## config.mk

```make
export PLATFORM = sky130hd
export DESIGN_NAME = dt_result
export DESIGN_NICKNAME = d
export VERILOG_FILES = /design/src/dt_cfg_pkg.sv /design/src/dt_format_pkg.sv /design/src/dt_result.sv
export SDC_FILE = /design/constraint.sdc
export NUM_CORES = 1
export LEC_CHECK = 0
export BUFFER_PORTS_ARGS = -buffer_cell sky130_fd_sc_hd__buf_2
export CORE_MARGIN = 2
export CORE_UTILIZATION = 30
export CTS_BUF_LIST = sky130_fd_sc_hd__clkbuf_4
export DETAILED_ROUTE_END_ITERATION = 8
export SLEW_MARGIN = 20
export SYNTH_ARGS = -nofsm -noshare
export SYNTH_HDL_FRONTEND = slang
export SYNTH_SLANG_ARGS = --single-unit
```

## constraint.sdc

```tcl
create_clock -name clk -period 5.4 [get_ports clk]
set_input_delay 0.54 -clock clk [delete_from_list [all_inputs] [get_ports clk]]
set_output_delay 0.54 -clock clk [all_outputs]
set_load 0.01 [all_outputs]
```

## src/dt_cfg_pkg.sv

```systemverilog
/*
 * sizing constants of the decision-tree element
 * data line width, memory address widths, tree slots,
 * input fill margin and tuple queue depth
 */
package dt_cfg_pkg;

	// one input line, tuple features or tree node
	localparam int LINE_BITS = 64;

	// tree memory, 1024 nodes
	localparam int TREE_ADDR_BITS = 10;

	// feature memory, 512 lines used as a ring
	localparam int FEAT_ADDR_BITS = 9;

	// tree slots and the width of a tree id
	localparam int MAX_TREES = 8;
	localparam int TREE_ID_BITS = 3;

	// free lines kept in the ring while ready is high
	localparam int FILL_MARGIN = 4;

	// tuples that may wait for evaluation
	localparam int PENDING_MAX = 3;

endpackage

```

## src/dt_format_pkg.sv

```systemverilog
/*
 * bit formats of the decision-tree element
 * input line, tree node, control word,
 * tree instruction and tuple score
 */
package dt_format_pkg;

	// two 32-bit features per line, low half holds the even index
	typedef logic [dt_cfg_pkg::LINE_BITS-1:0] line_t;

	// tree node, left child sits right after its parent
	typedef struct packed {
		// threshold on internal nodes, leaf value on leaves
		logic [31:0] value;
		// distance from this node to its right child
		logic [15:0] right_offset;
		logic [7:0] findex;
		logic is_leaf;
		logic [6:0] spare;
	} node_t;

	// control word, fields at fixed bit positions of the line
	typedef struct packed {
		logic [38:0] rsvd_hi;
		// bits 24..16
		logic [8:0] lines_per_tuple;
		logic [12:0] rsvd_mid;
		// bits 2..0
		logic [2:0] num_trees_m1;
	} ctrl_t;

	// one tree applied to one tuple
	typedef struct packed {
		logic [dt_cfg_pkg::TREE_ADDR_BITS-1:0] tree_base;
		logic [dt_cfg_pkg::FEAT_ADDR_BITS-1:0] tuple_base;
		// final tree of the tuple
		logic last_tree;
		// slot never programmed, leaf is zero
		logic empty_tree;
	} tree_instr_t;

	// score of a tuple, wraps at 32 bits
	typedef logic [31:0] score_t;

endpackage

```

## src/dt_result.sv

```systemverilog
`timescale 1ns/10ps
/*
 * result stage
 * sums the leaves of a tuple and emits the score
 */
module dt_result (
	input  logic clk,
	input  logic rst_n,
	input  dt_format_pkg::score_t leaf,
	input  logic leaf_valid,
	input  logic leaf_last,
	output dt_format_pkg::score_t score,
	output logic score_valid
);

	// running sum of the leaves seen for the current tuple
	dt_format_pkg::score_t acc;

	always_ff @(posedge clk) begin
		if (!rst_n) begin
			acc <= '0;
			score_valid <= 1'b0;
		end else begin
			score_valid <= 1'b0;
			if (leaf_valid) begin
				if (leaf_last) begin
					// tuple complete, start over for the next one
					acc <= '0;
					score_valid <= 1'b1;
				end else begin
					acc <= acc + leaf;
				end
			end
		end
	end

	// score register, sum wraps at 32 bits
	always_ff @(posedge clk) begin
		if (leaf_valid && leaf_last) begin
			score <= acc + leaf;
		end
	end

endmodule

```

* Yosys cells after proc, flatten, opt, wreduce, memory -nomap -nowiden *
Index checks and enable logic that the tools add are counted.

cells by class
  add/sub/neg operators = 1
  reductions and logical operators = 2
  multiplexer cells = 2

operators by type and width
  cell                 number
  $add A32 B32 Y32     1
  $mux W32             1
  $reduce_and A2 Y1    1
  $logic_and A1 B1 Y1  1
  $mux W1              1

word-level totals
  input port bits = 36
  bits in registers = 65
  word-level logic and storage cells = 8

* Logic depth before layout (Yosys ltp) *
  depth after elaboration = 2
  depth in mapped cells = 10

* Worst setup path before layout *
No wires, ideal clock.

  path kind = input-to-reg
  start = input port leaf[0]
  end = register score[28], data pin
  setup slack = 2.124 ns
  path buffers = 0
  stages = 10
  data arrival time = 3.011 ns
  data required time = 5.135 ns
  setup time = 0.265 ns
  cells stage by stage = ha_1 > fa_1 > a21o_1 > a221oi_2 > o21ai_2 > a21bo_1 > a311o_2 > a31o_2 > a211oi_2 > nor2_1

between the ends
  cells in the longest elaborated chain, start to end = 1

ends and longest elaborated chain
  item                  RTL line         source
  start, declared       dt_result.sv:9   input dt_format_pkg::score_t leaf,
  $add A32 B32 Y32      dt_result.sv:40  score <= acc + leaf;
  end signal, assigned  dt_result.sv:40
  end, declared         dt_result.sv:12  output dt_format_pkg::score_t score,

Every way passes these cells.
A chain may end at the register's enable or synchronous reset.

* Worst setup path after layout *
  start = register acc[0]
  end = register score[28], data pin

between the ends
  cells in the longest elaborated chain, start to end = 1

ends and longest elaborated chain
  item                    RTL line         source
  start, declared         dt_result.sv:17  dt_format_pkg::score_t acc;
  start signal, assigned  dt_result.sv:31  acc <= acc + leaf;
  $add A32 B32 Y32        dt_result.sv:40

Every way passes these cells.

==> results.md <==
GRT:
- The first global-routing pass estimated 15000 um of wire.
- The final global-route overflow total is 0.
- The number of global-route vias before repair is 3067.
- The initial antenna violation count was 0.
- Global routing consumed, over all layers together, 14.2% of the routing resources.
- Entering global routing, the biggest net connects 20 pins.

Setup path:
- STA classifies the critical path endpoint as a flop.
- The critical path goes through ha_1, fa_1, a21o_1, a221oi_2, o21ai_2, a21bo_1, a311o_2, a31o_2, a211oi_2, nor2_1.
- The nature of the critical path startpoint is a flop.
- Data on the critical path arrives at its endpoint at 3.45 ns.
- In this design, the stage delay of the slowest critical-path cell is 0.44 ns.
- At the worst endpoint, the required time is 5.59 ns.
- By startpoint and endpoint, the worst setup path is classified as flop to flop.
- Of all nets on the critical path, the largest fanout is 4.
- The largest individual stage delay along the critical path comes from the cell a311o_2.

Route:
- The count of antenna-violating nets left after detailed routing is 0.
- The final layout contains routed wiring with a total length of 9530 um.
- The first detailed-routing pass took 5 iterations.
- The average via count per standard cell is 5.03.
- After detailed routing, the number of remaining DRC violations is 0.
- In this run, the number of DRC markers left after iteration 0 of detailed routing was 192.
- Detailed routing inserted a total of 3136 vias.
- In the final routed layout, each cell accounts on average for 15.3 um.

Clock network:
- The maximum clock path buffer count is 2.
- The number of clock buffers added by TritonCTS is 9.
- The buffer type at the clock tree root is clkbuf_4.
- In this run the post-CTS setup repair buffer count came out at 0.
- The clock latency on the worst-skew pair is 0.43 ns.
- The hold buffer count at CTS is 0.
- Gates resized during post-CTS repair numbered 0.
- TritonCTS built the clock tree.
- The clock-pin transition on the worst setup and hold timing paths is 0.12 ns.
- The tree built by TritonCTS fans out to 65 sinks.
- The clock tree synthesis step divided the H-tree into 3 levels.

STA:
- The max-slew violation count is 0.
- The relative slew slack is 36.2%.
- Timing would allow up to 0.306 GHz.
- Setup repair after global routing left no endpoint under its margin.
- The final clock period utilization by the worst path is 60.4%.
- For the pin with the worst max-slew slack, the measured transition is 0.953 ns.
- Setup violations remaining at the end of the flow were counted as 0.
- After layout, the minimum clock period comes to 3.26 ns.
- The setup TNS after final layout is 0 ns.
- The setup clock skew after layout is 0.0198 ns.
- The hold violation count in the final report is 0.

Final layout:
- The area growth from synthesis to layout is 16.7%.
- In the final layout, the share of cells above drive strength 1 is 22.0%.
- The final cell utilization of the core is 35.7%.
- The filler cells instantiated in the layout total 1294.
- The number of diodes added for antenna fixing is 0.
- After the last flow step, the layout net total stands at 514.

Floorplanning:
- For this design the top-level I/O count stands at 69.
- The starting density of the core is 30.6%.
- The die outline width is 117 um.
- The number of core rows is 41.
- After floorplanning, the core was sized to cover 12600 um2.
- Measured along the y axis, the die boundary spans 117 um.
- The floorplan step defined a die boundary enclosing 13700 um2.

Placed design:
- The final weighted congestion in routability-driven placement is 0.887.
- The total half-perimeter wirelength after legalization and detailed placement is 7110 um.
- The number of I/O port buffers is 68.

Synthesis:
- The synthesized design contains 32 enable-type register cells.
- The sequential share of the synthesized area is 42.2%.
- The net count after synthesis is 450.
- Each instance of the synthesized netlist takes up on average 10.1 um2.
- The most used flip-flop cell after synthesis is dfxtp_1.
- After synthesis the cells add up to 3840 um2.
- The Yosys step of the flow raised 0 warnings.
- The number of cells produced by synthesis is 382.
- The number of distinct library cells after synthesis is 54.
- In the synthesized netlist the async set-or-reset flop fraction comes to 0%.
- Synthesis inferred 65 register bits.

Outcome:
- The flow ran to the end, and the final reports show no timing, DRC or antenna violations.

Job:
- Across the run, the number of max-cap violations was 0.

Pwr:
- The leakage power is 1.98 nW.
- The power density relative to cell area is 266 nW/um2.
- The largest voltage drop on the vdd net is 98.5 uV.

Min path:
- The class of the tightest hold or removal check is input port to flop.
## sequential cells by signal (all words and copies together), names as in the netlist
name	flops
acc	32
score	32
score_valid	1
## cell usage after synthesis, drive strengths merged, types with 3 or more instances
cell    count  area share (%)
a21o       18             3.5
a21oi      40             5.2
a22o       15             3.4
a31o        3            0.68
a31oi       5            0.81
and2        7             1.1
and3        4            0.65
buf         4            0.55
clkbuf     13             1.3
dfxtp      33              17
edfxtp     32              25
ha         31              10
inv        10            0.98
nand2      25             2.4
nand3       6            0.78
nand4       7             1.1
nor2       15             1.5
nor2b      26             4.2
o211ai      3            0.72
o21a        5            0.98
o21ai      10             1.4
o21bai      7             1.4
o22ai       3            0.49
o31ai       5             1.1
or3         3            0.49
xnor2      15             3.4
xor2       12             2.7
## cells in the final DEF, fill, tap and decap left out, types with 2 or more instances in the layout
master      instances
buf_2              68
a21oi_1            40
dfxtp_1            33
edfxtp_1           32
ha_1               31
nand2_1            25
nor2b_1            25
a21o_1             18
nor2_1             15
xnor2_1            15
a22o_1             15
xor2_1             12
inv_1              10
o21ai_0             9
clkbuf_4            9
nand4_1             7
o21bai_1            7
and2_1              7
nand3_1             6
a31oi_1             5
o21a_1              5
and3_1              4
o31ai_1             4
or3_1               3
o22ai_1             3
a31o_2              3
o211ai_1            2
mux2i_1             2
nand3b_1            2
nor4_1              2
clkinv_4            2
clkinvlp_4          2
buf_4               2
## worst max-delay path: cells and delay by family (launching register included)
kind,cells,cell delay (ns)
AOI/OAI and AO/OA,7,1.99
adders and majority gates,2,0.63
DFF,1,0.33
and+or+nand+nor,1,0.07
## metal layers
metal | GRT usage, % | share of wire [%]
met1 | 18.0 | 47
met2 | 23.4 | 46
met3 | 2.57 | 4.2
met4 | 6.98 | 2.4
met5 | 0 | 0
## path summary, 6_finish.rpt
kind,slack (ns),startpoint,depth (start not counted),end
hold / removal,0.42,leaf_last,2,score_valid
setup reg to reg,2.14,acc[0],10,score[28]
setup / recovery,2.14,acc[0],10,score[28]
hold reg to reg,0.49,acc[24],2,acc[24]
## logic make-up (layout without fill, tap and decap cells)
group,after synthesis,in the layout,synth area share (%)
AOI/OAI and AO/OA,128,128,23.9
xor gates and xnor gates,27,27,6.16
adders and majority gates,32,32,10.6
buffers and inverters,27,96,2.80
DFF,65,65,42.2
muxes,2,2,0.521
and+or+nand+nor,101,101,13.7
## layout make-up
| cell class | count | area (um2) | area share, % |
|---|---|---|---|
| Multi-Input combinational cell | 290 | 2110 | 47.2 |
| Sequential cell | 65 | 1620 | 36.2 |
| Timing Repair Buffer | 70 | 355 | 7.93 |
| Tap cell | 172 | 215 | 4.80 |
| Clock inverter | 7 | 71.3 | 1.59 |
| Clock buffer | 9 | 67.6 | 1.51 |
| Inverter | 10 | 37.5 | 0.837 |
## power by group
part | internal, mW | leakage, nW | switching (mW)
combinational | 0.117 | 1.34 | 0.168
sequential | 0.561 | 0.570 | 0.0133
clock | 0.140 | 0.0695 | 0.193
total | 0.818 | 1.98 | 0.374
## per-stage QoR
step	instance area, um2	total power, mW	setup WS [ns]	instances	hold WS [ns]
2_1_floorplan	3840	0.784	2.12	382	0.436
3_3_place_gp	4340	0.864	1.85	607	0.457
3_5_place_dp	4340	0.869	1.78	607	0.460
4_1_cts	4480	1.20	2.12	623	0.412
5_1_grt	4480	1.26	1.98	623	0.432
6_report	4480	1.19	2.14	623	0.423
Power figures use the tool's default switching activity.
