$ cat config.mk
export PLATFORM = sky130hd
export DESIGN_NAME = dt_execute
export DESIGN_NICKNAME = d
export VERILOG_FILES = /design/src/dt_cfg_pkg.sv /design/src/dt_format_pkg.sv /design/src/dt_execute.sv
export SDC_FILE = /design/constraint.sdc
export NUM_CORES = 1
export LEC_CHECK = 0
export ABC_AREA = 1
export BUFFER_PORTS_ARGS = -buffer_cell sky130_fd_sc_hd__buf_2
export CORE_ASPECT_RATIO = 1.5
export CORE_MARGIN = 2
export CORE_UTILIZATION = 35
export DETAILED_ROUTE_END_ITERATION = 7
export GPL_ROUTABILITY_DRIVEN = 0
export GPL_TIMING_DRIVEN = 0
export SYNTH_ARGS = -nofsm -noshare
export SYNTH_HDL_FRONTEND = slang
export SYNTH_SLANG_ARGS = --single-unit
$ cat constraint.sdc
create_clock -name clk -period 5.7 [get_ports clk]
set_input_delay 1.14 -clock clk [delete_from_list [all_inputs] [get_ports clk]]
set_output_delay 1.14 -clock clk [all_outputs]
set_load 0.02 [all_outputs]
$ cat src/dt_cfg_pkg.sv
/*
 * sizing constants of the decision-tree element
 * data line width, memory address widths, tree slots,
 * input fill margin and tuple queue depth
 */
package dt_cfg_pkg;

	// one input line, tuple features or tree node
	localparam int LINE_BITS = 64;

	// tree memory, 1024 nodes
	localparam int TREE_ADDR_BITS = 10;

	// feature memory, 512 lines used as a ring
	localparam int FEAT_ADDR_BITS = 9;

	// tree slots and the width of a tree id
	localparam int MAX_TREES = 8;
	localparam int TREE_ID_BITS = 3;

	// free lines kept in the ring while ready is high
	localparam int FILL_MARGIN = 4;

	// tuples that may wait for evaluation
	localparam int PENDING_MAX = 3;

endpackage

$ cat src/dt_format_pkg.sv
/*
 * bit formats of the decision-tree element
 * input line, tree node, control word,
 * tree instruction and tuple score
 */
package dt_format_pkg;

	// two 32-bit features per line, low half holds the even index
	typedef logic [dt_cfg_pkg::LINE_BITS-1:0] line_t;

	// tree node, left child sits right after its parent
	typedef struct packed {
		// threshold on internal nodes, leaf value on leaves
		logic [31:0] value;
		// distance from this node to its right child
		logic [15:0] right_offset;
		logic [7:0] findex;
		logic is_leaf;
		logic [6:0] spare;
	} node_t;

	// control word, fields at fixed bit positions of the line
	typedef struct packed {
		logic [38:0] rsvd_hi;
		// bits 24..16
		logic [8:0] lines_per_tuple;
		logic [12:0] rsvd_mid;
		// bits 2..0
		logic [2:0] num_trees_m1;
	} ctrl_t;

	// one tree applied to one tuple
	typedef struct packed {
		logic [dt_cfg_pkg::TREE_ADDR_BITS-1:0] tree_base;
		logic [dt_cfg_pkg::FEAT_ADDR_BITS-1:0] tuple_base;
		// final tree of the tuple
		logic last_tree;
		// slot never programmed, leaf is zero
		logic empty_tree;
	} tree_instr_t;

	// score of a tuple, wraps at 32 bits
	typedef logic [31:0] score_t;

endpackage

$ cat src/dt_execute.sv
`timescale 1ns/10ps
/*
 * tree walker, one tree instruction at a time
 * node fetch, feature fetch and branch decision per internal node
 * empty trees return a zero leaf without touching memory
 */
module dt_execute #(
	parameter int TREE_ADDR_BITS = dt_cfg_pkg::TREE_ADDR_BITS,
	parameter int FEAT_ADDR_BITS = dt_cfg_pkg::FEAT_ADDR_BITS
) (
	input  logic clk,
	input  logic rst_n,
	input  dt_format_pkg::tree_instr_t instr,
	input  logic instr_valid,
	output logic instr_ready,
	output logic tree_re,
	output logic [TREE_ADDR_BITS-1:0] tree_raddr,
	input  dt_format_pkg::node_t tree_rdata,
	output logic feat_re,
	output logic [FEAT_ADDR_BITS-1:0] feat_raddr,
	input  dt_format_pkg::line_t feat_rdata,
	output dt_format_pkg::score_t leaf,
	output logic leaf_valid,
	output logic leaf_last
);

	// NODE reads the node, FEAT reads its feature, DECIDE picks the child
	typedef enum logic [1:0] {
		S_IDLE,
		S_NODE,
		S_FEAT,
		S_DECIDE
	} state_t;

	state_t state;
	logic take;

	logic [TREE_ADDR_BITS-1:0] tree_base_r;
	logic [TREE_ADDR_BITS-1:0] node_off;
	logic [FEAT_ADDR_BITS-1:0] tuple_base_r;
	dt_format_pkg::node_t node_r;

	logic [31:0] feature;
	logic go_left;

	assign instr_ready = (state == S_IDLE);
	assign take = instr_valid && instr_ready;

	// memory reads
	assign tree_re = (state == S_NODE);
	assign tree_raddr = tree_base_r + node_off;
	// node word sits on the read port during FEAT
	// a leaf reads no feature
	assign feat_re = (state == S_FEAT) && !tree_rdata.is_leaf;
	assign feat_raddr = tuple_base_r + FEAT_ADDR_BITS'(tree_rdata.findex[7:1]);

	// odd index lives in the upper half of the line
	assign feature = node_r.findex[0] ? feat_rdata[63:32] : feat_rdata[31:0];
	assign go_left = (feature < node_r.value);

	always_ff @(posedge clk) begin
		if (!rst_n) begin
			state <= S_IDLE;
			leaf_valid <= 1'b0;
		end else begin
			leaf_valid <= 1'b0;
			case (state)
				S_IDLE: begin
					if (take) begin
						if (instr.empty_tree) begin
							leaf_valid <= 1'b1;
						end else begin
							state <= S_NODE;
						end
					end
				end
				S_NODE: state <= S_FEAT;
				S_FEAT: begin
					if (tree_rdata.is_leaf) begin
						leaf_valid <= 1'b1;
						state <= S_IDLE;
					end else begin
						state <= S_DECIDE;
					end
				end
				S_DECIDE: state <= S_NODE;
				default: state <= S_IDLE;
			endcase
		end
	end

	// walk context and leaf payload
	always_ff @(posedge clk) begin
		if (take) begin
			tree_base_r <= instr.tree_base;
			tuple_base_r <= instr.tuple_base;
			node_off <= '0;
			// zero leaf for an empty slot
			// a real walk overwrites it
			leaf <= '0;
			leaf_last <= instr.last_tree;
		end
		if (state == S_FEAT) begin
			node_r <= tree_rdata;
			if (tree_rdata.is_leaf) begin
				leaf <= tree_rdata.value;
			end
		end
		if (state == S_DECIDE) begin
			node_off <= go_left ? node_off + 1'b1
				: node_off + node_r.right_offset[TREE_ADDR_BITS-1:0];
		end
	end

endmodule

After elaboration in Yosys (flattened, before gate mapping)

Cells that the tools add are included.

Output and inout port bits: 56
Flip-flop bits (word level): 108
Latch bits: 0
Bits in read-only memories: 0
RAM bits: 0
Bits of input ports: 152
Word-level logic and storage cells: 41
Memories: 0

Muxes and demuxes: 15
Shift-type cells: 0
$mul: 0
Bitwise logic cells: 0
Divide/modulo/power cells: 0
Add/sub/neg operators: 4
Magnitude comparators: 1
Reductions and logical operators: 6
Equal/unequal tests: 5

Operators with widths:

| operator                                              | count |
|---|---|
| 2-to-1 mux 32 bit                                     | 4 |
| < comparator 32 bit                                   | 1 |
| 2-to-1 mux 10 bit                                     | 3 |
| adder 10 bit                                          | 2 |
| adder 10 x 1 -> 10 bit, second input constant         | 1 |
| adder 9 x 7 -> 9 bit                                  | 1 |
| one-hot mux 2 bit (4 select lines)                    | 1 |
| 2-to-1 mux 2 bit                                      | 3 |
| == test 2 bit, second input constant                  | 2 |
| 2-to-1 mux 1 bit                                      | 3 |
| == test 2 x 1 -> 1 bit, second input constant         | 1 |
| logical AND 1 bit                                     | 2 |
| zero test 2 bit                                       | 1 |
| inequality test 2 x 1 -> 1 bit, second input constant | 1 |
| inequality test 2 bit, second input constant          | 1 |
| one-hot mux 1 bit (2 select lines)                    | 1 |
| AND reduction 2 bit                                   | 1 |
| nonzero test 2 bit                                    | 1 |
| zero test 1 bit                                       | 1 |

Longest topological paths before layout

Depth after elaboration: 5
Gate-level depth with buffers: 32
Depth with buffers taken out: 30

Least setup slack after synthesis

No wires, ideal clock.

Path type: input port to output port
From: input tree_rdata[9] in the netlist's numbering
To: output feat_raddr[8]
Path buffers: 0
Arrival time: 2715 ps
Cell stages on the path: 10
Setup slack: 1845 ps
Required time: 4560 ps
Cell sequence: ha_1 -> inv_1 -> fa_1 -> o21ai_1 -> a21oi_1 -> o21bai_1 -> nand2_1 -> nand2_1 -> nand2_1 -> xnor2_1

Cells in the longest elaborated chain, start to end: 1

RTL lines:

| what                 | RTL line         | source |
|---|---|---|
| from (decl)          | dt_execute.sv:18 | `input dt_format_pkg::node_t tree_rdata,` |
| adder 9 x 7 -> 9 bit | dt_execute.sv:55 | `assign feat_raddr = tuple_base_r + FEAT_ADDR_BITS'(tree_rdata.findex[7:1]);` |
| to (decl)            | dt_execute.sv:20 | `output logic [FEAT_ADDR_BITS-1:0] feat_raddr,` |

No other way between the ends.

Final worst setup path

From: register node_r[8] in the netlist's numbering
To: register node_off[8] (data pin)

Cells in the longest elaborated chain, start to end: 4

RTL lines:

| what                   | RTL line          | source |
|---|---|---|
| from (decl)            | dt_execute.sv:41  | `dt_format_pkg::node_t node_r;` |
| from (signal assigned) | dt_execute.sv:104 | `node_r <= tree_rdata;` |
| 2-to-1 mux 32 bit      | dt_execute.sv:58  | `assign feature = node_r.findex[0] ? feat_rdata[63:32] : feat_rdata[31:0];` |
| < comparator 32 bit    | dt_execute.sv:59  | `assign go_left = (feature < node_r.value);` |
| 2-to-1 mux 10 bit      | dt_execute.sv:110 | `node_off <= go_left ? node_off + 1'b1` |
| 2-to-1 mux 10 bit      | dt_execute.sv:109 | `if (state == S_DECIDE) begin` |
| to (signal assigned)   | dt_execute.sv:110 |  |
| to (decl)              | dt_execute.sv:39  | `logic [TREE_ADDR_BITS-1:0] node_off;` |

No other way between the ends.
A chain may end at the register's enable or synchronous reset.

==> results.py <==
metrics = {
    "run_status": {
        "status": "finished, final reports clean",
    },
    "timing": {
        "relSlewSlack_pct": 45.6,
        "worst_slew_pin_slew_ps": 815,
        "finalSetupViolations": 0,
        "finalCritPeriodShare_pct": 74.5,
        "period_needed_ps": 4240,
        "finClkSkew_ps": 7.74,
        "final_max_slew_viol_count": 0,
        "hold_viol": 0,
        "fmax_ghz": 0.236,
        "setup_tns_ps": 0,
        "rsz0062_at_grt": "no",
    },
    "power_and_ir_drop": {
        "p_seq_share_pct": 46.1,
        "switching_power_uw": 567,
        "power_leakage_uw": 0.00377,
        "clkPwrFrac_pct": 32.3,
        "ir_worst_vdd_mv": 0.173,
        "p_sw_share_pct": 29.0,
        "combPwrFrac_pct": 21.6,
        "intPower_uw": 1380,
        "p_per_area_nw_per_um2": 265,
        "total_power_uw": 1950,
    },
    "critical_path": {
        "cp-startpoint": "node_r[8]",
        "critPathMaxFanout": 10,
        "cp_common_cell": "nand2_1",
        "reg2reg_from": "node_r[8]",
        "path_delay_family": "simple AND/OR/NAND/NOR gates",
        "path_buf_inv": 6,
        "worstPathRequired_ps": 5890,
        "end_kind": "flip-flop",
        "path_class": "reg -> reg",
        "critPathMaxStageDelay_ps": 420,
        "slowest_stage": "clkbuf_1",
        "worstPathArrival_ps": 4430,
        "worst_setup_path_start_kind": "flip-flop",
    },
    "global_route": {
        "grt_max_degree": 33,
        "antenna_found_initial": 3,
        "grt_first_pass_wirelength_um": 22400,
        "grt_pass1_vias": 4814,
        "grt_overflow": 0,
        "grt_usage_pct": 16.5,
    },
    "yosys": {
        "netlist_area_um2": 5820,
        "yosys.cell_types.count": 30,
        "synth_top_area_share_pct": 37.6,
        "synth_top_flop_cell": "edfxtp_1",
        "synthTopCellsByArea": "edfxtp_1, ha_1, nand2_1",
        "yosysSeqAreaShare_pct": 49.7,
        "ys_warn_count": 0,
        "synth_top_area_cell": "edfxtp_1",
        "synthTopCellsByCount": "nand2_1, inv_1, nand3_1",
        "avgSynthCellArea_um2": 8.93,
        "syn_nets": 867,
        "synth_most_common_cell": "nand2_1",
        "ys_ff_latch": 108,
        "syn_inst": 652,
        "async_reset_ff_share_pct": 0,
        "synth-edff-count": 73,
    },
    "final_layout": {
        "drive_gt1_share_pct": 24.7,
        "final_net_count": 1072,
        "syn2layout_area_growth_pct": 26.6,
        "design_area_um2": 7370,
    },
    "cts": {
        "clock_latency_ps": 340,
        "clockBufferDepth": 2,
        "cts.sinks": 108,
        "cts_root_buf": "clkbuf_16",
        "cts_tree": "built",
        "cts.htree.levels": 3,
        "post_cts_buffers": 0,
        "numCtsBuffers": 9,
        "clk_pin_slew_ps": 70,
        "ctsHoldBuffers": 0,
        "cts-resized-gates": 0,
    },
    "placed_design": {
        "port_buffers": 193,
        "place_area_um2": 7070,
        "dp_hpwl_um": 11700,
    },
    "run": {
        "timing.max_cap.violations": 0,
    },
    "die": {
        "die_w_um": 109,
        "die_h_um": 162,
        "ios": 208,
        "num_rows": 57,
        "core-area_um2": 16300,
        "start_util_pct": 35.8,
        "die_area_um2": 17700,
    },
    "route": {
        "vias": 4988,
        "drc": 0,
        "drt_iter0_drc": 143,
        "ant_nets": 0,
        "viasPerCell": 4.66,
        "wl_per_cell_um": 13.6,
        "drt_pass1_iterations": 4,
        "drt-total-wl_um": 14600,
    },
    "hold_path": {
        "worstHoldStart": "leaf[28]",
        "min_path_type": "reg -> reg",
    },
}
## stage by stage
step                instances  util (%)  hold WS [ps]  setup WS (ps)
floorplan                 652         -           490           1840
finish                   1071      45.3           467           1460
global placement         1051      43.3           453           1240
CTS                      1068      45.3           468           1340
global route             1070      45.3           484            955
detailed placement       1052      43.5           455           1150
## worst register-to-register path: cells and delay by family (launching register included)
family	cells	cell delay (ps)
and+or+nand+nor	16	1330
buffers and inverters	6	980
adders and majority gates	3	790
AOI/OAI and AO/OA	5	630
DFF	1	380
## path summary, 6_finish.rpt
check	endpoint	cells past startpoint	slack (ps)
min	leaf[28]	2	470
max reg2reg	node_off[8]	30	1460
max	node_off[8]	30	1460
min reg2reg	leaf[28]	2	470
## flip-flops by register name, summed over array words and instances (netlist names)
name / count
node_r: 43
tree_base_r: 10
leaf_last: 1
state: 2
leaf_valid: 1
leaf: 32
tuple_base_r: 9
node_off: 10
## cell type report
| type | instances | area (um2) |
|---|---|---|
| Clock inverter | 5 | 61.3 |
| Sequential cell | 108 | 2890 |
| Tap cell | 206 | 258 |
| Clock buffer | 11 | 233 |
| Antenna cell | 3 | 7.51 |
| Inverter | 79 | 299 |
| Timing Repair Buffer | 194 | 986 |
| Buffer | 21 | 86.3 |
| Fill cell | 1666 | 8890 |
| Multi-Input combinational cell | 444 | 2550 |
## routing by layer
layer,wire length [um],vias up,part of all wire (%),track usage (%)
met5,0,-,0,0
met4,291,0,2.0,6.62
met3,883,17,6.1,3.49
met2,7740,131,53,31.6
met1,5680,2266,39,17.0
li1,-,2574,-,-
## power by group through the flow
stage / registers, uW / logic (uW) / clock network, uW
global route: 905 / 478 / 674
floorplan: 925 / 261 / 0
finish: 900 / 421 / 629
detailed placement: 919 / 428 / 0
global placement: 918 / 422 / 0
CTS: 901 / 430 / 649
## layout by cell type (no fill, tap or decap), types with 11 or more instances in the layout
| master | synthesis | layout |
|---|---|---|
| nor2_1 | 20 | 20 |
| o21ai_0 | 15 | 15 |
| xor2_1 | 11 | 11 |
| ha_1 | 60 | 59 |
| edfxtp_1 | 73 | 73 |
| nand3_1 | 75 | 75 |
| clkbuf_1 | 20 | 22 |
| nand2_1 | 191 | 191 |
| buf_2 | 0 | 193 |
| inv_1 | 77 | 77 |
| a21oi_1 | 40 | 40 |
| dfxtp_1 | 35 | 35 |
## kinds of logic (layout without fill, tap and decap cells)
family	count (synthesis)	in the layout	synth area share, %
AOI/OAI and AO/OA	70	70	6.36
xor gates and xnor gates	17	17	2.56
adders and majority gates	63	63	13.9
buffers and inverters	100	310	6.62
DFF	108	108	49.7
other	0	3	0
and+or+nand+nor	294	294	20.9
(Power assumes the default switching activity.)
