### src/dt_cfg_pkg.sv
/*
 * sizing constants of the decision-tree element
 * data line width, memory address widths, tree slots,
 * input fill margin and tuple queue depth
 */
package dt_cfg_pkg;

	// one input line, tuple features or tree node
	localparam int LINE_BITS = 64;

	// tree memory, 1024 nodes
	localparam int TREE_ADDR_BITS = 10;

	// feature memory, 512 lines used as a ring
	localparam int FEAT_ADDR_BITS = 9;

	// tree slots and the width of a tree id
	localparam int MAX_TREES = 8;
	localparam int TREE_ID_BITS = 3;

	// free lines kept in the ring while ready is high
	localparam int FILL_MARGIN = 4;

	// tuples that may wait for evaluation
	localparam int PENDING_MAX = 3;

endpackage

### src/dt_format_pkg.sv
/*
 * bit formats of the decision-tree element
 * input line, tree node, control word,
 * tree instruction and tuple score
 */
package dt_format_pkg;

	// two 32-bit features per line, low half holds the even index
	typedef logic [dt_cfg_pkg::LINE_BITS-1:0] line_t;

	// tree node, left child sits right after its parent
	typedef struct packed {
		// threshold on internal nodes, leaf value on leaves
		logic [31:0] value;
		// distance from this node to its right child
		logic [15:0] right_offset;
		logic [7:0] findex;
		logic is_leaf;
		logic [6:0] spare;
	} node_t;

	// control word, fields at fixed bit positions of the line
	typedef struct packed {
		logic [38:0] rsvd_hi;
		// bits 24..16
		logic [8:0] lines_per_tuple;
		logic [12:0] rsvd_mid;
		// bits 2..0
		logic [2:0] num_trees_m1;
	} ctrl_t;

	// one tree applied to one tuple
	typedef struct packed {
		logic [dt_cfg_pkg::TREE_ADDR_BITS-1:0] tree_base;
		logic [dt_cfg_pkg::FEAT_ADDR_BITS-1:0] tuple_base;
		// final tree of the tuple
		logic last_tree;
		// slot never programmed, leaf is zero
		logic empty_tree;
	} tree_instr_t;

	// score of a tuple, wraps at 32 bits
	typedef logic [31:0] score_t;

endpackage

### src/dt_decode.sv
`timescale 1ns/10ps
/*
 * input decode of the decision-tree element
 * control word, tree programming, feature ring writes,
 * fill accounting, input ready and tree instruction issue
 */
module dt_decode #(
	parameter int TREE_ADDR_BITS = dt_cfg_pkg::TREE_ADDR_BITS,
	parameter int FEAT_ADDR_BITS = dt_cfg_pkg::FEAT_ADDR_BITS
) (
	input  logic clk,
	input  logic rst_n,
	input  dt_format_pkg::line_t data_line,
	input  logic data_valid,
	input  logic data_prog,
	input  logic data_ctrl,
	input  logic data_last,
	output logic data_ready,
	output logic tree_we,
	output logic [TREE_ADDR_BITS-1:0] tree_waddr,
	output dt_format_pkg::node_t tree_wdata,
	output logic feat_we,
	output logic [FEAT_ADDR_BITS-1:0] feat_waddr,
	output dt_format_pkg::line_t feat_wdata,
	output dt_format_pkg::tree_instr_t instr,
	output logic instr_valid,
	input  logic instr_ready,
	input  logic leaf_valid,
	input  logic leaf_last
);

	localparam int ID_BITS = dt_cfg_pkg::TREE_ID_BITS;
	localparam int PEND_BITS = $clog2(dt_cfg_pkg::PENDING_MAX + 1);
	localparam int FILL_LIMIT = (1 << FEAT_ADDR_BITS) - dt_cfg_pkg::FILL_MARGIN;

	dt_format_pkg::ctrl_t ctrl_word;
	logic [ID_BITS-1:0] num_trees_m1;
	logic [FEAT_ADDR_BITS-1:0] lines_per_tuple;

	logic [TREE_ADDR_BITS-1:0] tree_prog_addr;
	logic [TREE_ADDR_BITS-1:0] tree_offsets [0:dt_cfg_pkg::MAX_TREES-1];
	logic [ID_BITS:0] trees_programmed;

	logic [FEAT_ADDR_BITS-1:0] feat_wr_addr;
	logic [FEAT_ADDR_BITS:0] fill_cnt;
	logic [FEAT_ADDR_BITS:0] fill_nxt;
	logic retire;

	logic [PEND_BITS-1:0] pending_cnt;
	logic [PEND_BITS-1:0] pending_nxt;
	logic enqueue;
	logic dequeue;
	logic issue;
	logic last_id;

	logic [ID_BITS-1:0] tree_id;
	logic [FEAT_ADDR_BITS-1:0] tuple_base;

	//////////////////////////////////////////////////
	// control word and tree programming
	//////////////////////////////////////////////////

	assign ctrl_word = dt_format_pkg::ctrl_t'(data_line);

	always_ff @(posedge clk) begin
		if (!rst_n) begin
			num_trees_m1 <= '0;
			lines_per_tuple <= '0;
		end else if (data_ctrl) begin
			num_trees_m1 <= ctrl_word.num_trees_m1;
			lines_per_tuple <= ctrl_word.lines_per_tuple;
		end
	end

	// tree lines go straight into the tree memory
	assign tree_we = data_prog;
	assign tree_waddr = tree_prog_addr;
	assign tree_wdata = dt_format_pkg::node_t'(data_line);

	always_ff @(posedge clk) begin
		if (!rst_n) begin
			tree_prog_addr <= '0;
			trees_programmed <= '0;
			for (int i = 0; i < dt_cfg_pkg::MAX_TREES; i++) begin
				tree_offsets[i] <= '0;
			end
		end else if (data_prog) begin
			tree_prog_addr <= tree_prog_addr + 1'b1;
			if (data_last) begin
				// next tree starts right after this line
				if (trees_programmed < dt_cfg_pkg::MAX_TREES - 1) begin
					tree_offsets[trees_programmed[ID_BITS-1:0] + 1'b1] <= tree_prog_addr + 1'b1;
				end
				if (trees_programmed < dt_cfg_pkg::MAX_TREES) begin
					trees_programmed <= trees_programmed + 1'b1;
				end
			end
		end
	end

	//////////////////////////////////////////////////
	// feature ring, fill count and input ready
	//////////////////////////////////////////////////

	assign feat_we = data_valid;
	assign feat_waddr = feat_wr_addr;
	assign feat_wdata = data_line;

	// a tuple frees its lines once its last leaf is out
	assign retire = leaf_valid && leaf_last;
	assign fill_nxt = fill_cnt + (FEAT_ADDR_BITS + 1)'(data_valid)
		- (retire ? {1'b0, lines_per_tuple} : '0);

	assign enqueue = data_valid && data_last;
	assign pending_nxt = pending_cnt + PEND_BITS'(enqueue) - PEND_BITS'(dequeue);

	always_ff @(posedge clk) begin
		if (!rst_n) begin
			feat_wr_addr <= '0;
			fill_cnt <= '0;
			pending_cnt <= '0;
			data_ready <= 1'b0;
		end else begin
			// address wraps around the ring
			if (data_valid) begin
				feat_wr_addr <= feat_wr_addr + 1'b1;
			end
			fill_cnt <= fill_nxt;
			pending_cnt <= pending_nxt;
			// judged on next state so a one-line tuple cannot overrun the queue
			data_ready <= (pending_nxt < dt_cfg_pkg::PENDING_MAX) && (fill_nxt < FILL_LIMIT);
		end
	end

	//////////////////////////////////////////////////
	// tree instruction issue
	//////////////////////////////////////////////////

	assign instr_valid = (pending_cnt != '0);
	assign issue = instr_valid && instr_ready;
	assign last_id = (tree_id == num_trees_m1);
	assign dequeue = issue && last_id;

	assign instr.tree_base = tree_offsets[tree_id];
	assign instr.tuple_base = tuple_base;
	assign instr.last_tree = last_id;
	// slot beyond the trees received so far
	assign instr.empty_tree = ({1'b0, tree_id} >= trees_programmed);

	always_ff @(posedge clk) begin
		if (!rst_n) begin
			tree_id <= '0;
			tuple_base <= '0;
		end else if (issue) begin
			tree_id <= last_id ? '0 : tree_id + 1'b1;
			if (last_id) begin
				tuple_base <= tuple_base + lines_per_tuple;
			end
		end
	end

endmodule

### config.mk
export PLATFORM = sky130hd
export DESIGN_NAME = dt_decode
export DESIGN_NICKNAME = d
export VERILOG_FILES = /design/src/dt_cfg_pkg.sv /design/src/dt_format_pkg.sv /design/src/dt_decode.sv
export SDC_FILE = /design/constraint.sdc
export NUM_CORES = 1
export LEC_CHECK = 0
export BUFFER_PORTS_ARGS = -buffer_cell sky130_fd_sc_hd__buf_4
export CORE_ASPECT_RATIO = 1.4
export CORE_UTILIZATION = 56
export CTS_CLUSTER_DIAMETER = 80
export DETAILED_ROUTE_END_ITERATION = 6
export GPL_ROUTABILITY_DRIVEN = 0
export PLACE_DENSITY = 0.88
export SYNTH_ARGS = -nofsm -noshare
export SYNTH_HDL_FRONTEND = slang
export SYNTH_SLANG_ARGS = --single-unit
### constraint.sdc
create_clock -name clk -period 7.35 [get_ports clk]
set_input_delay 1.47 -clock clk [delete_from_list [all_inputs] [get_ports clk]]
set_output_delay 1.47 -clock clk [all_outputs]
set_load 0.01 [all_outputs]
# Yosys cells after proc, flatten, opt, wreduce, memory -nomap -nowiden
# Memories as Yosys holds them, arrays and structs flattened. A register that Yosys moved wholly into a read port is not among the register bits.
# Index checks and enable logic that the tools add are counted.
# totals
register_bits	60
mem_bits_rw	80
inputBits	73
output_inout_bits	172
word_cells	49
memories	1
# mem_list
name	depth	word_bits	read_ports	rd_ports_with_merged_regs	wr	line_no	text
tree_offsets	8	10	1	1	8	dt_decode.sv:41	logic [TREE_ADDR_BITS-1:0] tree_offsets [0:dt_cfg_pkg::MAX_TREES-1];
# op_classes
addsub	10
magnitude_cmp	5
eq_ne	1
muxes	13
n_reduce_logical	9
# op_table
operator	n
two-way mux 3 bit	4
adder 10 x 1 -> 10 bit	1
adder 10 x 1 -> 10 bit, second input constant	1
< comparator 10 x 9 -> 1 bit, second input constant	1
two-way mux 10 bit	1
OR reduction 10 bit	1
subtractor 10 x 9 -> 10 bit	1
adder 9 x 1 -> 9 bit, second input constant	1
adder 9 bit	1
two-way mux 9 bit	1
two-way mux 1 bit	7
adder 3 x 1 -> 3 bit, second input constant	2
logical AND 1 bit	5
adder 4 x 1 -> 4 bit, second input constant	1
>= comparator 3 x 4 -> 1 bit	1
< comparator 4 x 3 -> 1 bit, second input constant	1
< comparator 4 bit, second input constant	1
== test 3 bit	1
AND reduction 3 bit	1
adder 2 x 1 -> 2 bit	1
< comparator 2 bit, second input constant	1
AND reduction 2 bit	1
nonzero test 2 bit	1
subtractor 2 x 1 -> 2 bit	1

# Longest topological paths before layout
# Gate-level depths: netlist of run 1.
# logic_depth
word_depth	8
depth_mapped	12
mapped_depth_nobuf	11

# Worst setup path before layout of run 1
# OpenSTA, ideal clock, no wires.
# synth_path
path_type	input port to flip-flop
from	in leaf_valid
to	reg data_ready
setup_time_ns	0.118
arrival_time_ns	3.584
required_ns	7.232
path_slack_ns	3.648
cell_stages	11
n_path_buf	1
path_cell_list	and2_1 > clkbuf_1 > nand2_1 > ha_1 > fa_1 > a21o_1 > a21oi_1 > xnor2_1 > and3_1 > nand4b_1 > o2111a_1
# synth_between
elab_chain_cells	5
# synth_lines
item	line_no	text
start, declared	dt_decode.sv:28	input logic leaf_valid,
logical AND 1 bit	dt_decode.sv:110	assign retire = leaf_valid && leaf_last;
two-way mux 9 bit	dt_decode.sv:112	- (retire ? {1'b0, lines_per_tuple} : '0);
subtractor 10 x 9 -> 10 bit	dt_decode.sv:112	
< comparator 10 x 9 -> 1 bit	dt_decode.sv:131	data_ready <= (pending_nxt < dt_cfg_pkg::PENDING_MAX) && (fill_nxt < FILL_LIMIT);
logical AND 1 bit	dt_decode.sv:131	
end signal, assigned	dt_decode.sv:131	
end, declared	dt_decode.sv:18	output logic data_ready,
# Every way passes these cells.
# A chain may end at the register's enable or synchronous reset.

==> impl_metrics.env, run 1 <==
export IMPL_grt_ovfl_total=0
export IMPL_diodes=0
export IMPL_vias=4941
export IMPL_initial_core_util=0.577
export IMPL_grt_pass1_wl_um=24100
export IMPL_yosysWarnings=0
export IMPL_syn_area_sq_mm=0.00780
export IMPL_grt_max_degree=29
export IMPL_die_h_um=142
export IMPL_synth_area_top_cells="edfxtp_1, dfxtp_1, buf_4, nor2_1, mux4_2"
export IMPL_numPortBuffers=88
export IMPL_ioPinCount=245
export IMPL_routed_via_density=5.58
export IMPL_ant_nets=0
export IMPL_fin_nets=800
export IMPL_critPathKind="in -> reg"
export IMPL_slew_limit_headroom=0.373
export IMPL_cts_max_level=4
export IMPL_die_x_um=102
export IMPL_use_met3=0.0926
export IMPL_grt_pass1_vias=4973
export IMPL_routedWlPerCell_um=17.9
export IMPL_grt_met2_usage=0.401
export IMPL_end_kind="flip-flop"
export IMPL_clkPwrFrac=0.369
export IMPL_finalCriticalPeriod_ns=3.79
export IMPL_p_seq_frac=0.411
export IMPL_cts_resized=0
export IMPL_intPower_mw=1.61
export IMPL_p_leak_nw=3.20
export IMPL_ir_drop_mv=0.217
export IMPL_synth_flop_cell="edfxtp_1"
export IMPL_finalSetupTns_ns=0
export IMPL_cts_root_buf="clkbuf_16"
export IMPL_critPathLaunchType="input port"
export IMPL_wl_um=15800
export IMPL_power_switching_uw=648
export IMPL_switching_share=0.287
export IMPL_p_comb_frac=0.220
export IMPL_max_stage_delay_ns=0.64
export IMPL_synth_distinct_cells=52
export IMPL_grtUsageTotal=0.228
export IMPL_final_max_slew_viol_count=0
export IMPL_fin_skew_ns=0.00950
export IMPL_cts_hold_buf=0
export IMPL_finalSetupViolations=0
export IMPL_fp_coreArea_sq_mm=0.0135
export IMPL_cts_sinks=143
export IMPL_synth_most_common_cell="nor2_1"
export IMPL_synth_top_area_frac=0.308
export IMPL_crit_required_ns=7.42
export IMPL_finalCritPeriodShare=0.515
export IMPL_drt_iter0_markers=212
export IMPL_max_freq_mhz=264
export IMPL_cp_data_arrival_time_ns=3.85
export IMPL_synth_fp_nets=849
export IMPL_ys_seq_area_frac=0.470
export IMPL_drive_gt1_frac=0.232
export IMPL_cts_setup_buffers=0
export IMPL_synthCells=739
export IMPL_cts_tree="yes"
export IMPL_dp_hpwl_um=11300
export IMPL_cts_path_max_buffers=2
export IMPL_clk_latency_ns=0.43
export IMPL_total_power_mw=2.26
export IMPL_status="finished clean"
export IMPL_yosys_top_cells_count="nor2_1, buf_4, edfxtp_1"
export IMPL_dieArea_sq_mm=0.0144
export IMPL_cts_buffers=17
export IMPL_ys_ff_latch=143
export IMPL_busiest_layer="met2"
export IMPL_max_cap_viol_count=0
export IMPL_synth_largest_area_cell="edfxtp_1"
export IMPL_path_cells="buf_4 -> clkinv_1 -> nor3_1 -> nand3_1 -> nand2_1"
export IMPL_path_max_fanout=26
export IMPL_grt_setup_unrepaired="false"
export IMPL_synthToLayoutAreaGrowth_pct=5.00
export IMPL_hold_viol=0
export IMPL_grtUsageMet1=0.223
export IMPL_crit_slowest_cell="clkinv_1"
export IMPL_synth_area_per_cell_sq_um=10.6
export IMPL_tightest_slew_ns=0.940
export IMPL_clkTransAtPathRegs_ns=0.06
export IMPL_dr_pass1_iters=5
export IMPL_route_detailed_drc=0
export IMPL_async_flop_share=0
export IMPL_power_density_mw_per_mm2=276
export IMPL_synth_edf_count=80
export IMPL_num_rows=50
export IMPL_hold_class="reg -> reg"
export IMPL_antenna_found_initial=0
## final timing paths
path                         startpoint                               end  slack (ns)  cells past startpoint
min reg2reg  tuple_base[5]$_SDFFE_PN0P_        tuple_base[5]$_SDFFE_PN0P_        0.48                      2
max reg2reg     tree_id[1]$_SDFFE_PN0P_             data_ready$_SDFF_PN0_        4.46                     11
max                               rst_n  tree_offsets[3][5]$_SDFFCE_PN0P_        3.56                      5
min          tuple_base[5]$_SDFFE_PN0P_        tuple_base[5]$_SDFFE_PN0P_        0.48                      2
## state kept, by name, summed over array words and instances (netlist names), named ones only
signal and flops:
data_ready 1, feat_waddr 9, fill_cnt 10, lines_per_tuple 9, num_trees_m1 3, pending_cnt 2, tree_id 3, tree_offsets 80
tree_waddr 10, trees_programmed 4, tuple_base 9
## through the flow
step / setup slack (ns) / instances / hold slack [ns] / util / area [sq um]
CTS: 3.54 / 885 / 0.481 / 0.606 / 8190
detailed placement: 3.13 / 853 / 0.472 / 0.563 / 7610
global placement: 3.21 / 853 / 0.462 / 0.563 / 7610
global route: 3.24 / 885 / 0.505 / 0.606 / 8190
floorplan: 3.65 / 739 / 0.466 / - / 7800
finish: 3.56 / 885 / 0.476 / 0.606 / 8190
## layer usage
layer | part of all wire | routed length [um]
met3 | 0.084 | 1330
met5 | 0.0036 | 57
met1 | 0.34 | 5400
met4 | 0.029 | 460
met2 | 0.54 | 8550
## power groups by stage
| stage | clock network [mW] | logic [mW] | registers (mW) |
|---|---|---|---|
| 2_1_floorplan | 0 | 0.447 | 0.936 |
| 6_report | 0.833 | 0.498 | 0.927 |
| 3_3_place_gp | 0 | 0.485 | 0.942 |
| 4_1_cts | 0.843 | 0.501 | 0.928 |
| 5_1_grt | 0.873 | 0.558 | 0.932 |
| 3_5_place_dp | 0 | 0.499 | 0.944 |
## kinds of logic (layout without fill, tap and decap cells)
| kind of cell | count (synthesis) | count (layout) | share of synthesized area |
|---|---|---|---|
| and+or+nand+nor | 250 | 250 | 0.141 |
| AOI/OAI and AO/OA | 51 | 51 | 0.0427 |
| buffers and inverters | 172 | 136 | 0.147 |
| adders and majority gates | 37 | 37 | 0.0613 |
| DFF | 143 | 143 | 0.470 |
| muxes | 45 | 45 | 0.0914 |
| xor gates and xnor gates | 41 | 41 | 0.0470 |
## worst max-delay path, delay by kind of cell
family / cells / cell delay [ns]
simple gates: 3 / 1.51
buf+inv: 2 / 0.86
## placed cells by master, fill, tap and decap left out, drive strengths merged, types with 3 or more instances in the layout
cell type,n
a211oi,6
a21o,4
a21oi,18
and2,11
and3,5
buf,90
clkbuf,17
clkinv,6
dfxtp,63
edfxtp,80
ha,35
inv,20
mux2,10
mux2i,15
mux4,20
nand2,46
nand3,14
nand4,7
nor2,139
nor2b,3
nor3,11
o21ai,10
or2,3
or3,3
xnor2,18
xor2,23
## layout make-up
type,instances,area (sq um)
clock buffer,17,425
clock inverter,15,153
fill,1094,5320
inverter,14,52.6
multi-input combinational,424,2990
sequential,143,3660
tap,182,228
timing repair buffer,90,676
(Power assumes the default switching activity.)
==> run 2: changes to the inputs <==
- CORE_UTILIZATION: 56 -> 52
- PLACE_DENSITY: 0.88 -> 0.83
- clock period: 7.35 -> 3.72 ns (I/O delays scaled with it)
==> impl_metrics.env, run 2 (same netlist as run 1, synthesis figures left out) <==
export IMPL_final_max_slew_viol_count=0
export IMPL_max_stage_delay_ns=0.59
export IMPL_drt_iter0_markers=247
export IMPL_numPortBuffers=88
export IMPL_cts_hold_buf=0
export IMPL_clkTransAtPathRegs_ns=0.06
export IMPL_ioPinCount=245
export IMPL_hold_class="reg -> reg"
export IMPL_vias=4883
export IMPL_worst_path_buf_inv=2
export IMPL_cp_endpoint="instr[11]"
export IMPL_worst_slack_ns=0.850
export IMPL_top_register="tree_offsets"
export IMPL_crit_family="multiplexers"
export IMPL_final_common_cell="nor2_1"
export IMPL_cp_depth=4
export IMPL_met3_length_um=1140
export IMPL_ant_nets=0
export IMPL_critPathLaunchType="flip-flop"
export IMPL_cts_tree="yes"
export IMPL_path_cells="buf_4 -> mux4_2 -> mux2_2 -> buf_4"
export IMPL_grt_pass1_vias=5028
export IMPL_rrSetupSlack_ns=1.04
export IMPL_fin_nets=805
export IMPL_fp_coreArea_sq_mm=0.0146
export IMPL_hold_viol=0
export IMPL_cts_resized=0
export IMPL_wl_um=16100
export IMPL_cts_buffers=17
export IMPL_fin_skew_ns=0.00860
export IMPL_design_area_sq_mm=0.00827
export IMPL_crit_slowest_cell="mux4_2"
export IMPL_cp_data_arrival_time_ns=2.13
export IMPL_die_h_um=147
export IMPL_r2r_cells=12
export IMPL_antenna_found_initial=0
export IMPL_largest_reg_flops=80
export IMPL_rr_startpoint="tree_id[2]$_SDFFE_PN0P_"
export IMPL_pre_cts_ws_ns=0.512
export IMPL_cts_setup_buffers=0
export IMPL_max_cap_viol_count=0
export IMPL_route_detailed_drc=0
export IMPL_critPathKind="reg -> out"
export IMPL_die_x_um=106
export IMPL_dp_hpwl_um=11500
export IMPL_diodes=0
export IMPL_routedWlPerCell_um=17.9
export IMPL_cts_path_max_buffers=2
export IMPL_synthToLayoutAreaGrowth_pct=6.01
export IMPL_dpl_cell_area_sq_mm=0.00766
export IMPL_clk_latency_ns=0.41
export IMPL_finalCritPeriodShare=0.771
export IMPL_cts_root_buf="clkbuf_16"
export IMPL_dieArea_sq_mm=0.0155
export IMPL_path_max_fanout=20
export IMPL_routed_via_density=5.44
export IMPL_grt_max_degree=52
export IMPL_met2_length_um=9000
export IMPL_initial_core_util=0.535
export IMPL_slew_limit_headroom=0.414
export IMPL_p_leak_nw=3.23
export IMPL_status="finished clean"
export IMPL_grt_pass1_wl_um=25500
export IMPL_crit_required_ns=2.98
export IMPL_dr_pass1_iters=5
export IMPL_max_freq_mhz=348
export IMPL_grtUsageTotal=0.216
export IMPL_end_kind="primary output"
export IMPL_cpMostUsedCell="buf_4"
export IMPL_finalCriticalPeriod_ns=2.87
export IMPL_grt_ovfl_total=0
export IMPL_tightest_slew_ns=0.876
export IMPL_grt_setup_unrepaired="false"
export IMPL_layout_common_cells="nor2_1, buf_4, edfxtp_1"
export IMPL_power_density_mw_per_mm2=553
export IMPL_finalSetupViolations=0
export IMPL_routed_top_layer="met5"
export IMPL_num_rows=52
export IMPL_m1WireLength_um=5660
export IMPL_cts_sinks=143
export IMPL_drive_gt1_frac=0.236
export IMPL_cts_max_level=4
export IMPL_reg2reg_to="data_ready$_SDFF_PN0_"
export IMPL_finalSetupTns_ns=0
export IMPL_ir_drop_mv=0.418
==> run 2: cell types whose count changed in the layout (fill, tap and decap cells not counted), sizes merged <==
| cell | delta |
|---|---|
| buf | +5 |
| bufinv | +2 |
| clkinvlp | +1 |
| inv | -3 |
==> run 2: layout make-up <==
cell class,instances,area (sq um)
fillers,1249,6300
well taps,189,236
repair buffers,95,713
clock inverters,15,185
flip-flops and latches,143,3660
multi-input cells,424,2990
inverters,14,52.6
clock buffers,17,425
==> run 2: layer usage <==
metal | global-route usage | vias up
li1 | - | 2323
met1 | 0.221 | 2373
met2 | 0.400 | 170
met3 | 0.0763 | 15
met4 | 0.0729 | 2
met5 | 0.0357 | -
==> run 2: power breakdown <==
group | leakage [nW] | internal (mW) | switching, mW | total (mW)
Sequential | 1.34 | 1.78 | 0.0518 | 1.83
Combinational | 1.60 | 0.468 | 0.544 | 1.01
Clock | 0.290 | 1.07 | 0.671 | 1.74
==> run 2: worst min path at each step <==
stage          slack (ns)                          endpoint                             start  cells after the start
5_1_grt              0.50        tuple_base[3]$_SDFFE_PN0P_        tuple_base[3]$_SDFFE_PN0P_                      2
3_3_place_gp         0.47        tuple_base[5]$_SDFFE_PN0P_        tuple_base[5]$_SDFFE_PN0P_                      2
4_1_cts              0.48        tuple_base[5]$_SDFFE_PN0P_        tuple_base[5]$_SDFFE_PN0P_                      2
2_1_floorplan        0.47  trees_programmed[1]$_SDFFE_PN0P_  trees_programmed[1]$_SDFFE_PN0P_                      2
6_report             0.48        tuple_base[5]$_SDFFE_PN0P_        tuple_base[5]$_SDFFE_PN0P_                      2
3_5_place_dp         0.47        tuple_base[3]$_SDFFE_PN0P_        tuple_base[3]$_SDFFE_PN0P_                      2
==> run 2: metrics by stage <==
step / power [mW] / util / instances / hold WS (ns)
4_1_cts: 4.61 / 0.567 / 897 / 0.480
6_report: 4.58 / 0.567 / 897 / 0.477
2_1_floorplan: 2.73 / - / 739 / 0.466
3_5_place_dp: 2.87 / 0.526 / 865 / 0.470
5_1_grt: 4.80 / 0.567 / 897 / 0.499
3_3_place_gp: 2.84 / 0.526 / 865 / 0.467
==> run 2: worst reg2reg max path, stage by stage, from the launching register on <==
cell      delay, ns
dfxtp_1        0.41
xor2_1         0.27
nor3_4         0.11
nand3_1        0.12
buf_4          0.19
clkinv_1       0.29
ha_1           0.39
inv_1          0.04
ha_1           0.18
xnor2_1        0.17
xnor2_1        0.16
nand2_1        0.11
o2111a_1       0.15
